$ cat src/rtl/div_pkg.sv
package div_pkg;

  // ==================================================
  // data widths
  // ==================================================
  typedef logic [63:0]  xlen_t;      // one register word
  typedef logic [127:0] dword_t;     // remainder above quotient
  typedef logic [7:0]   div_op_t;    // one-hot opcode
  typedef logic [6:0]   iter_cnt_t;  // counts up to 64

  // ==================================================
  // one-hot opcodes
  // ==================================================
  localparam div_op_t OP_DIV   = 8'b1000_0000;  // signed 64
  localparam div_op_t OP_DIVU  = 8'b0100_0000;  // unsigned 64
  localparam div_op_t OP_DIVUW = 8'b0010_0000;  // unsigned 32
  localparam div_op_t OP_DIVW  = 8'b0001_0000;  // signed 32
  localparam div_op_t OP_REM   = 8'b0000_1000;  // signed 64
  localparam div_op_t OP_REMU  = 8'b0000_0100;  // unsigned 64
  localparam div_op_t OP_REMUW = 8'b0000_0010;  // unsigned 32
  localparam div_op_t OP_REMW  = 8'b0000_0001;  // signed 32

  // ==================================================
  // controller states
  // ==================================================
  typedef enum logic [1:0] {
    ST_IDLE   = 2'b00,  // waiting for a request
    ST_DO_DIV = 2'b01,  // core iterating
    ST_FINISH = 2'b10   // result held for the consumer
  } div_state_e;

endpackage

$ cat src/rtl/div_ctrl.sv
`timescale 1ns/10ps

module div_ctrl (
  input  logic                clk,
  input  logic                rst_n,
  input  logic                div_valid_i,
  input  div_pkg::div_op_t    div_type_i,
  input  logic                result_ready_i,
  input  logic                except,
  input  div_pkg::xlen_t      except_result,
  input  logic                quo_neg,
  input  logic                rem_neg,
  input  logic                core_done,
  input  div_pkg::xlen_t      final_result,
  output logic                core_load,
  output div_pkg::div_op_t    op_q,
  output logic                quo_neg_q,
  output logic                rem_neg_q,
  output div_pkg::xlen_t      result_o,
  output logic                div_stall_o,
  output logic                result_ok_o
);

  div_pkg::div_state_e state_q;
  div_pkg::div_state_e state_d;
  div_pkg::xlen_t      result_q;
  logic                accept;

  assign accept    = (state_q == div_pkg::ST_IDLE) & div_valid_i;
  assign core_load = accept & ~except;

  // ==================================================
  // state machine
  // ==================================================
  always_comb begin
    state_d = state_q;
    case (state_q)
      div_pkg::ST_IDLE: begin
        if (div_valid_i) begin
          state_d = except ? div_pkg::ST_FINISH : div_pkg::ST_DO_DIV;  // exceptions skip core
        end
      end
      div_pkg::ST_DO_DIV: begin
        if (core_done) begin
          state_d = div_pkg::ST_FINISH;
        end
      end
      div_pkg::ST_FINISH: begin
        if (result_ready_i) begin
          state_d = div_pkg::ST_IDLE;  // consumer took it
        end
      end
      default: state_d = div_pkg::ST_IDLE;
    endcase
  end

  always_ff @(posedge clk) begin
    if (rst_n) begin
      state_q <= div_pkg::ST_IDLE;
    end else begin
      state_q <= state_d;
    end
  end

  // ==================================================
  // request latches and result register
  // ==================================================
  always_ff @(posedge clk) begin
    if (accept) begin
      op_q      <= div_type_i;  // also on exceptions
      quo_neg_q <= quo_neg;
      rem_neg_q <= rem_neg;
    end
  end

  always_ff @(posedge clk) begin
    if (accept && except) begin
      result_q <= except_result;
    end else if (state_q == div_pkg::ST_DO_DIV && core_done) begin
      result_q <= final_result;
    end
  end

  // status levels
  assign result_ok_o = (state_q == div_pkg::ST_FINISH);
  assign div_stall_o = core_load | (state_q == div_pkg::ST_DO_DIV);
  assign result_o    = result_ok_o ? result_q : '0;  // zero outside finish

endmodule

$ cat src/rtl/div_operand_prep.sv
`timescale 1ns/10ps

module div_operand_prep (
  input  div_pkg::xlen_t   dividend_i,
  input  div_pkg::xlen_t   divisor_i,
  input  div_pkg::div_op_t div_type_i,
  output div_pkg::xlen_t   dividend_abs,
  output div_pkg::xlen_t   divisor_abs,
  output div_pkg::xlen_t   except_result,
  output logic             word_op,
  output logic             quo_neg,
  output logic             rem_neg,
  output logic             except
);

  logic           signed_op;
  logic           rem_op;
  logic           dividend_neg;
  logic           divisor_neg;
  logic           div_zero;
  logic           div_ovf;
  div_pkg::xlen_t dividend_sx;
  div_pkg::xlen_t divisor_sx;
  div_pkg::xlen_t dividend_ext;
  div_pkg::xlen_t divisor_ext;
  div_pkg::xlen_t dividend_mag;
  div_pkg::xlen_t divisor_mag;
  div_pkg::xlen_t dividend_res;

  // ==================================================
  // opcode decode
  // ==================================================
  assign word_op   = |(div_type_i & (div_pkg::OP_DIVUW | div_pkg::OP_DIVW |
                                     div_pkg::OP_REMUW | div_pkg::OP_REMW));
  assign signed_op = |(div_type_i & (div_pkg::OP_DIV | div_pkg::OP_DIVW |
                                     div_pkg::OP_REM | div_pkg::OP_REMW));
  assign rem_op    = |(div_type_i & (div_pkg::OP_REM | div_pkg::OP_REMU |
                                     div_pkg::OP_REMUW | div_pkg::OP_REMW));

  assign dividend_sx = {{32{dividend_i[31]}}, dividend_i[31:0]};
  assign divisor_sx  = {{32{divisor_i[31]}}, divisor_i[31:0]};

  // word operands are widened by their signedness
  always_comb begin
    dividend_ext = dividend_i;
    divisor_ext  = divisor_i;
    if (word_op) begin
      dividend_ext = signed_op ? dividend_sx : {32'h0, dividend_i[31:0]};
      divisor_ext  = signed_op ? divisor_sx  : {32'h0, divisor_i[31:0]};
    end
  end

  // ==================================================
  // magnitudes and result signs
  // ==================================================
  assign dividend_neg = signed_op & dividend_ext[63];
  assign divisor_neg  = signed_op & divisor_ext[63];
  assign dividend_mag = dividend_neg ? (~dividend_ext + 64'd1) : dividend_ext;
  assign divisor_mag  = divisor_neg  ? (~divisor_ext + 64'd1)  : divisor_ext;

  assign dividend_abs = word_op ? {dividend_mag[31:0], 32'h0} : dividend_mag;  // 32 steps only
  assign divisor_abs  = divisor_mag;
  assign quo_neg      = dividend_neg ^ divisor_neg;
  assign rem_neg      = dividend_neg;  // remainder follows dividend

  // ==================================================
  // divide by zero and signed overflow
  // ==================================================
  assign div_zero = word_op ? ~|divisor_i[31:0] : ~|divisor_i;
  assign div_ovf  = signed_op & (word_op ?
                    (dividend_i[31:0] == 32'h8000_0000 && &divisor_i[31:0]) :
                    (dividend_i == {1'b1, 63'h0} && &divisor_i));
  assign except   = div_zero | div_ovf;

  assign dividend_res = word_op ? dividend_sx : dividend_i;

  always_comb begin
    except_result = '0;
    if (div_zero) begin
      except_result = rem_op ? dividend_res : '1;  // quotient all ones
    end else if (div_ovf) begin
      except_result = rem_op ? '0 : dividend_res;  // quotient is the dividend
    end
  end

endmodule

$ cat src/rtl/div_restore_core.sv
`timescale 1ns/10ps

module div_restore_core (
  input  logic           clk,
  input  logic           rst_n,
  input  logic           core_load,
  input  logic           word_op,
  input  div_pkg::xlen_t dividend_abs,
  input  div_pkg::xlen_t divisor_abs,
  output div_pkg::xlen_t quotient,
  output div_pkg::xlen_t remainder,
  output logic           core_done
);

  div_pkg::dword_t    rem_quo_q;
  div_pkg::dword_t    shifted;
  div_pkg::xlen_t     divisor_q;
  div_pkg::iter_cnt_t cnt_q;
  logic               busy_q;
  logic [64:0]        trial;  // top bit is the borrow

  assign shifted   = rem_quo_q << 1;
  assign trial     = {1'b0, shifted[127:64]} - {1'b0, divisor_q};
  assign core_done = busy_q & (cnt_q == '0);

  // ==================================================
  // iteration counter
  // ==================================================
  always_ff @(posedge clk) begin
    if (rst_n) begin
      busy_q <= 1'b0;
      cnt_q  <= '0;
    end else if (core_load) begin
      busy_q <= 1'b1;
      cnt_q  <= word_op ? div_pkg::iter_cnt_t'(32) : div_pkg::iter_cnt_t'(64);
    end else if (busy_q) begin
      if (cnt_q == '0) begin
        busy_q <= 1'b0;  // done pulse lasts one cycle
      end else begin
        cnt_q <= cnt_q - 1'b1;
      end
    end
  end

  // ==================================================
  // shift and trial subtract
  // ==================================================
  always_ff @(posedge clk) begin
    if (core_load) begin
      rem_quo_q <= {64'h0, dividend_abs};
      divisor_q <= divisor_abs;
    end else if (busy_q && cnt_q != '0) begin
      if (trial[64]) begin
        rem_quo_q <= shifted;  // borrow so restore
      end else begin
        rem_quo_q <= {trial[63:0], shifted[63:1], 1'b1};
      end
    end
  end

  assign quotient  = rem_quo_q[63:0];
  assign remainder = rem_quo_q[127:64];

endmodule

$ cat src/rtl/div_result_sel.sv
`timescale 1ns/10ps

module div_result_sel (
  input  div_pkg::div_op_t op,
  input  div_pkg::xlen_t   quotient,
  input  div_pkg::xlen_t   remainder,
  input  logic             quo_neg,
  input  logic             rem_neg,
  output div_pkg::xlen_t   final_result
);

  logic           rem_op;
  logic           word_op;
  logic           negate;
  div_pkg::xlen_t raw;
  div_pkg::xlen_t signed_val;

  assign rem_op  = |(op & (div_pkg::OP_REM | div_pkg::OP_REMU |
                           div_pkg::OP_REMUW | div_pkg::OP_REMW));
  assign word_op = |(op & (div_pkg::OP_DIVUW | div_pkg::OP_DIVW |
                           div_pkg::OP_REMUW | div_pkg::OP_REMW));

  // pick quotient or remainder with its own sign
  assign raw    = rem_op ? remainder : quotient;
  assign negate = rem_op ? rem_neg : quo_neg;

  assign signed_val = negate ? (~raw + 64'd1) : raw;

  // ==================================================
  // word results take bit 31 upward
  // ==================================================
  assign final_result = word_op ? {{32{signed_val[31]}}, signed_val[31:0]} : signed_val;

endmodule

$ cat src/rtl/div_unit.sv
`timescale 1ns/10ps

module div_unit (
  input  logic             clk,
  input  logic             rst_n,
  input  logic             div_valid_i,
  input  div_pkg::div_op_t div_type_i,
  input  div_pkg::xlen_t   dividend_i,
  input  div_pkg::xlen_t   divisor_i,
  input  logic             result_ready_i,
  output div_pkg::xlen_t   result_o,
  output logic             div_stall_o,
  output logic             result_ok_o
);

  div_pkg::xlen_t   dividend_abs;
  div_pkg::xlen_t   divisor_abs;
  div_pkg::xlen_t   except_result;
  div_pkg::xlen_t   quotient;
  div_pkg::xlen_t   remainder;
  div_pkg::xlen_t   final_result;
  div_pkg::div_op_t op_q;
  logic             word_op;
  logic             quo_neg;
  logic             rem_neg;
  logic             except;
  logic             core_load;
  logic             core_done;
  logic             quo_neg_q;
  logic             rem_neg_q;

  // ==================================================
  // operand side
  // ==================================================
  div_operand_prep u_prep (
    .dividend_i    (dividend_i),
    .divisor_i     (divisor_i),
    .div_type_i    (div_type_i),
    .dividend_abs  (dividend_abs),
    .divisor_abs   (divisor_abs),
    .except_result (except_result),
    .word_op       (word_op),
    .quo_neg       (quo_neg),
    .rem_neg       (rem_neg),
    .except        (except)
  );

  div_restore_core u_core (
    .clk          (clk),
    .rst_n        (rst_n),
    .core_load    (core_load),
    .word_op      (word_op),
    .dividend_abs (dividend_abs),
    .divisor_abs  (divisor_abs),
    .quotient     (quotient),
    .remainder    (remainder),
    .core_done    (core_done)
  );

  // ==================================================
  // result side
  // ==================================================
  div_result_sel u_sel (
    .op           (op_q),       // latched opcode
    .quotient     (quotient),
    .remainder    (remainder),
    .quo_neg      (quo_neg_q),
    .rem_neg      (rem_neg_q),
    .final_result (final_result)
  );

  div_ctrl u_ctrl (
    .clk            (clk),
    .rst_n          (rst_n),
    .div_valid_i    (div_valid_i),
    .div_type_i     (div_type_i),
    .result_ready_i (result_ready_i),
    .except         (except),
    .except_result  (except_result),
    .quo_neg        (quo_neg),
    .rem_neg        (rem_neg),
    .core_done      (core_done),
    .final_result   (final_result),
    .core_load      (core_load),
    .op_q           (op_q),
    .quo_neg_q      (quo_neg_q),
    .rem_neg_q      (rem_neg_q),
    .result_o       (result_o),
    .div_stall_o    (div_stall_o),
    .result_ok_o    (result_ok_o)
  );

endmodule

$ cat config.mk
export PLATFORM = sky130hd
export DESIGN_NAME = div_unit
export DESIGN_NICKNAME = d
export VERILOG_FILES = /design/src/rtl/div_pkg.sv /design/src/rtl/div_ctrl.sv /design/src/rtl/div_operand_prep.sv /design/src/rtl/div_restore_core.sv /design/src/rtl/div_result_sel.sv /design/src/rtl/div_unit.sv
export SDC_FILE = /design/constraint.sdc
export NUM_CORES = 1
export LEC_CHECK = 0
export BUFFER_PORTS_ARGS = -buffer_cell sky130_fd_sc_hd__buf_2
export CORE_UTILIZATION = 40
export CTS_CLUSTER_SIZE = 16
export DETAILED_ROUTE_END_ITERATION = 8
export GPL_ROUTABILITY_DRIVEN = 0
export GPL_TIMING_DRIVEN = 0
export PLACE_DENSITY = 0.56
export SETUP_SLACK_MARGIN = 0.1
export SLEW_MARGIN = 20
export SYNTH_ARGS = -nofsm -noshare
export SYNTH_HDL_FRONTEND = slang
export SYNTH_SLANG_ARGS = --single-unit
$ cat constraint.sdc
create_clock -name clk -period 9.3 [get_ports clk]
set_clock_uncertainty 0.15 [all_clocks]
set_input_delay 1.395 -clock clk [delete_from_list [all_inputs] [get_ports clk]]
set_output_delay 1.395 -clock clk [all_outputs]
set_load 0.05 [all_outputs]
After elaboration in Yosys (flattened, before gate mapping)
Index checks and enable logic that the tools add are counted.

word-level totals
  logic and storage cells = 96
  output and inout port bits = 66
  input port bits = 140
  bits in registers = 274

cells by class
  bitwise logic cells = 13
  reductions and logical operators = 24
  multiplexer cells = 36
  eq/ne operators = 8
  add/sub/neg operators = 5

operator list
  cell                   count
  $mux 64                20
  $add 64x1->64 const B  3
  $not 64->64            3
  $mux 128               1
  $sub 64x64->65         1
  $eq 64x64->1 const B   1
  $reduce_and 64->1      1
  $reduce_or 64->1       1
  $eq 32x32->1 const B   1
  $reduce_and 32->1      1
  $reduce_or 32->1       1
  $mux 7                 4
  $reduce_or 4->1        5
  $mux 2                 4
  $logic_not 7->1        1
  $reduce_bool 7->1      1
  $sub 7x1->7 const B    1
  $and 1x1->1            6
  $mux 1                 6
  $pmux 2 s3             1
  $reduce_bool 2->1      3
  $logic_and 1x1->1      5
  $ne 2x1->1 const B     2
  $ne 2x2->1 const B     2
  other kinds (9)        11

Depth between registers and ports, before layout
  depth after elaboration = 9
  mapped depth = 16
  depth with buffers taken out = 13

Hierarchy
Synthesis repeated with hierarchy kept, for this count alone.

unflattened totals
  cell total of the unflattened synthesis = 2941
  area, all modules = 24438.4 um^2

modules (own cells, without submodules)
  module            area an instance (um^2)  instances  seq. area each (um^2)  cells an instance
  div_restore_core  12261.8                  1          5285.1                 1278
  div_operand_prep  5121.2                   1          0.0                    888
  div_ctrl          3613.5                   1          2262.2                 236
  div_result_sel    3442.1                   1          0.0                    539

Worst setup path after synthesis
Ideal clock, no wire load.

  kind = reg-to-reg
  from = reg u_core.cnt_q[2]
  to = reg u_ctrl.result_q[0], enable pin
  path buffers = 0
  data arrival time = 6.106 ns
  period minus slack after synthesis = 6.831 ns
  stages on the path, launching flop included = 7
  library setup time = 0.574 ns
  setup slack = 2.469 ns
  cell sequence = dfxtp_1 -> or3_1 -> or3b_2 -> inv_1 -> nand2_1 -> or2_2 -> o21ai_0

on the way
  longest elaborated chain between the ends = 4

ends and longest elaborated chain
  item                         line                    text
  start, declared              div_restore_core.sv:18  div_pkg::iter_cnt_t cnt_q;
  start signal, assigned       div_restore_core.sv:35  cnt_q <= word_op ? div_pkg::iter_cnt_t'(32) : div_pkg::iter_cnt_t'(64);
  start signal, assigned       div_restore_core.sv:40  cnt_q <= cnt_q - 1'b1;
  $logic_not 7->1              div_restore_core.sv:24  assign core_done = busy_q & (cnt_q == '0);
  $and 1x1->1                  div_restore_core.sv:24
  $logic_and 1x1->1            div_ctrl.sv:79          end else if (state_q == div_pkg::ST_DO_DIV && core_done) begin
  $reduce_bool 2->1 (no line)  n/a
  end signal, assigned         div_ctrl.sv:78          result_q <= except_result;
  end signal, assigned         div_ctrl.sv:80          result_q <= final_result;
  end, declared                div_ctrl.sv:26          div_pkg::xlen_t result_q;

Every way passes these cells.
A chain may end at the register's enable or synchronous reset.

Worst setup path in the final report
  from = in dividend_i[40]
  to = out div_stall_o

on the way
  longest elaborated chain between the ends = 8

ends and longest elaborated chain
  item               line                    text
  start, declared    div_unit.sv:8           input div_pkg::xlen_t dividend_i,
  $eq 64x64->1       div_operand_prep.sv:72  (dividend_i == {1'b1, 63'h0} && &divisor_i));
  $logic_and 1x1->1  div_operand_prep.sv:72
  $mux 1             div_operand_prep.sv:70  assign div_ovf = signed_op & (word_op ?
  $and 1x1->1        div_operand_prep.sv:70
  $or 1x1->1         div_operand_prep.sv:73  assign except = div_zero | div_ovf;
  $not 1->1          div_ctrl.sv:30          assign core_load = accept & ~except;
  $and 1x1->1        div_ctrl.sv:30
  $or 1x1->1         div_ctrl.sv:86          assign div_stall_o = core_load | (state_q == div_pkg::ST_DO_DIV);
  end, declared      div_unit.sv:12          output logic div_stall_o,

Every way passes these cells.

==> key figures <==
Floorplanning
  – # rows: 85
  – Initial Utilization: 40.6%
  – Die height: 236 um
  – DIE AREA: 55700 um^2
  – Core area: 53900 um^2
  – IO Pins: 206
  – Die width: 236 um

Global route
  – Largest net degree at the start of global routing: 45
  – Initial antenna violation count: 2
  – First-pass GRT wire length: 130000 um
  – GR Util All Layers: 30.9%
  – Vias in the first global route: 20665
  – Congestion Overflow GR: 0

Drt
  – Drt wl/cell: 24.0 um
  – Via count: 22452
  – DRC: 0
  – Metal3 WL: 9100 um
  – Wire length on met2: 39100 um
  – DRT Pass-1 Iters: 7
  – Post-Route WL: 88400 um
  – Top routing layer used: met5
  – 1st-iter DRT viols: 2750
  – WL met1: 36500 um
  – Via density: 6.10
  – Final ANT Viol Nets: 0

Synthesis
  – Most frequent cells after synthesis: nand2_1 (297), a21oi_1 (276), nor2_1 (260)
  – Count of different cell masters after synthesis: 81
  – Most frequent cell after synthesis: nand2_1
  – Synth area leaders: edfxtp_1 (27%), dfxtp_1 (6.8%), a21oi_1 (6.3%), nand2_1 (5.1%), xor2_1 (5.0%)
  – Post-synth ARST share: 0%
  – Net count of the mapped netlist: 2925
  – Avg Inst Size Synth: 8.07 um^2
  – Post-synth EDFFs: 200
  – Synthesized instance count: 2715
  – Leading area contributor after synthesis: edfxtp_1
  – Ys Warns: 0
  – Commonest register cell after synthesis: edfxtp_1
  – Seq/Total Area, Yosys: 34.2%
  – Top-area cell type share of the netlist area: 27.4%
  – Post-Syn Area: 21900 um^2
  – Synth Register Bits: 274

Setup path
  – Cell family with most CP delay: simple AND/OR/NAND/NOR gates
  – R2r setup slk: 3.74 ns
  – Critical Path Slowest Stage Cell: nor4_1
  – CP endpoint: div_stall_o
  – Largest stage delay on the critical path: 0.96 ns
  – Crit path launch: dividend_i[40]
  – Worst Path Required: 7.76 ns
  – Worst Path Buf+Inv: 6
  – Reg2Reg Depth: 15
  – Crit path DAT: 6.08 ns
  – CP dominant cell by count: buf_4
  – CP Class: in2out
  – R2r endpoint: u_ctrl.result_q[42]$_DFFE_PP_
  – Crit path cell chain: buf_2, nor4_1, nand4_1, or2_2, nor4b_1, a21oi_1, o31ai_2, or2_1, buf_4, buf_4, buf_4, buf_4, nand2_1, buf_2
  – CP Launch Type: input pin
  – Type of destination of the critical path: output port
  – Levels on crit path: 14
  – Largest fanout on the critical path: 10
  – Origin of the critical flop-to-flop path: u_ctrl.op_q[1]$_DFFE_PP_

CTS
  – Clock Latency Late Sink: 0.56 ns
  – Post-CTS resize count: 0
  – Reg clk slew, reported paths: 0.06 ns
  – Cts hold-fix bufs: 0
  – Total CTS buffers: 34
  – # clock sinks: 274
  – Clock root cell: clkbuf_16
  – Buffer count from post-CTS setup fixing: 0
  – H-tree lvl count: 2
  – CTS max path bufs: 3
  – CTS tree: done

Outcome
  – Status: completed

Timing
  – Part of the cycle the worst path needs: 82.0%
  – Worst Tran Pin Value: 1.23 ns
  – Min Tclk post-route: 7.63 ns
  – RSZ-0062 raised after global routing: no
  – Peak Freq: 0.131 GHz
  – Slew Limit Headroom: 17.0%
  – Max-slew violation count: 0
  – Fin. Hold Viols: 0
  – Fin Setup TNS: 0 ns
  – # setup viols final: 0

Pwr
  – Peak VDD IR: 0.109 mV
  – P per Cell Area: 201 nW/um^2
  – P_leak: 0.00970 uW

Placement
  – IO buf count: 198
  – DP HPWL: 71400 um

Cells and area
  – NumNets Final: 3165
  – Fraction of layout instances using a drive strength above 1: 11.2%
  – Util after Layout: 46.3%
  – Area Overhead vs Synth: 14.1%

Min path
  – Class of the worst hold path: reg2reg

Run
  – Max Cap Viol: 0
## cell type report
cell class	instances	area [um^2]
Multi-Input combinational cell	2167	13300
Antenna cell	2	5.00
Fill cell	5413	28900
Buffer	177	744
Timing Repair Buffer	204	1100
Sequential cell	274	7490
Clock buffer	48	952
Tap cell	696	871
Inverter	97	364
Clock inverter	13	119
## per-stage QoR
stage / setup slack, ns / total power (uW) / hold WS (ns) / instances / instance area, um^2
2_1_floorplan: 2.47 / 2970 / 0.312 / 2715 / 21900
3_3_place_gp: -0.325 / 3630 / 0.336 / 3609 / 23800
4_1_cts: 2.12 / 4970 / 0.368 / 3676 / 25000
3_5_place_dp: 2.14 / 3640 / 0.355 / 3615 / 23900
5_1_grt: 1.88 / 5240 / 0.384 / 3676 / 25000
6_report: 1.67 / 5020 / 0.368 / 3678 / 25000
## placed cells by master, fill, tap and decap left out, types with 9 or more instances in the layout
cell / count
mux2i_1: 70
and2_1: 73
nand2_1: 296
o21ai_0: 207
o31ai_1: 65
nand3_1: 32
xor2_1: 125
clkbuf_16: 35
inv_1: 96
nor2_1: 259
buf_4: 13
or4_1: 23
edfxtp_1: 200
a21boi_0: 10
o21bai_1: 14
nand4_1: 50
a21oi_1: 276
clkbuf_1: 136
o21a_1: 12
dfxtp_1: 74
nor3_1: 89
a211oi_1: 39
xnor2_1: 122
a21o_1: 22
o211a_1: 11
nor4_1: 34
o21ai_1: 16
buf_2: 225
a31oi_1: 40
or3_1: 26
nand2b_1: 16
o211ai_1: 33
nor2b_1: 9
or2_2: 12
ha_1: 69
buf_1: 10
o41ai_1: 15
and3_1: 14
## report_power, final
group	internal [uW]	switching [uW]	leakage [uW]
clock network	771	558	0.000529
logic	666	1320	0.00665
registers	1530	177	0.00252
total	2960	2050	0.00970
## logic make-up after synthesis
| kind of cell | share of synthesized area [%] |
|---|---|
| fa+ha+maj | 4.03 |
| xor+xnor | 9.87 |
| flops | 34.2 |
| simple gates | 21.0 |
| buf+inv | 5.05 |
| compound gates | 22.3 |
| mux | 3.56 |
## flip-flops by register name, indices dropped and copies added, names as in the netlist
name / count
u_ctrl.op_q: 6
u_core.divisor_q: 64
u_core.rem_quo_q: 128
u_ctrl.rem_neg_q: 1
u_core.cnt_q: 7
u_ctrl.quo_neg_q: 1
u_ctrl.state_q: 2
u_core.busy_q: 1
u_ctrl.result_q: 64
## routing by layer
metal  vias to the layer above  GRT usage (%)
met1                     10692           41.4
met5                         -              0
met4                         4           12.0
li1                      10346              -
met3                       203           6.87
met2                      1207           48.1
## worst min path at each step
stage	start	to	depth (start not counted)
finish	u_core.rem_quo_q[127]$_SDFFE_PP0P_	u_core.rem_quo_q[127]$_SDFFE_PP0P_	1
global route	u_core.rem_quo_q[127]$_SDFFE_PP0P_	u_core.rem_quo_q[127]$_SDFFE_PP0P_	1
CTS	u_core.rem_quo_q[127]$_SDFFE_PP0P_	u_core.rem_quo_q[127]$_SDFFE_PP0P_	1
detailed placement	u_core.rem_quo_q[127]$_SDFFE_PP0P_	u_core.rem_quo_q[127]$_SDFFE_PP0P_	1
global placement	u_core.rem_quo_q[127]$_SDFFE_PP0P_	u_core.rem_quo_q[127]$_SDFFE_PP0P_	1
floorplan	u_core.rem_quo_q[65]$_SDFFE_PP0P_	u_core.rem_quo_q[65]$_SDFFE_PP0P_	2
(Power assumes the default switching activity.)
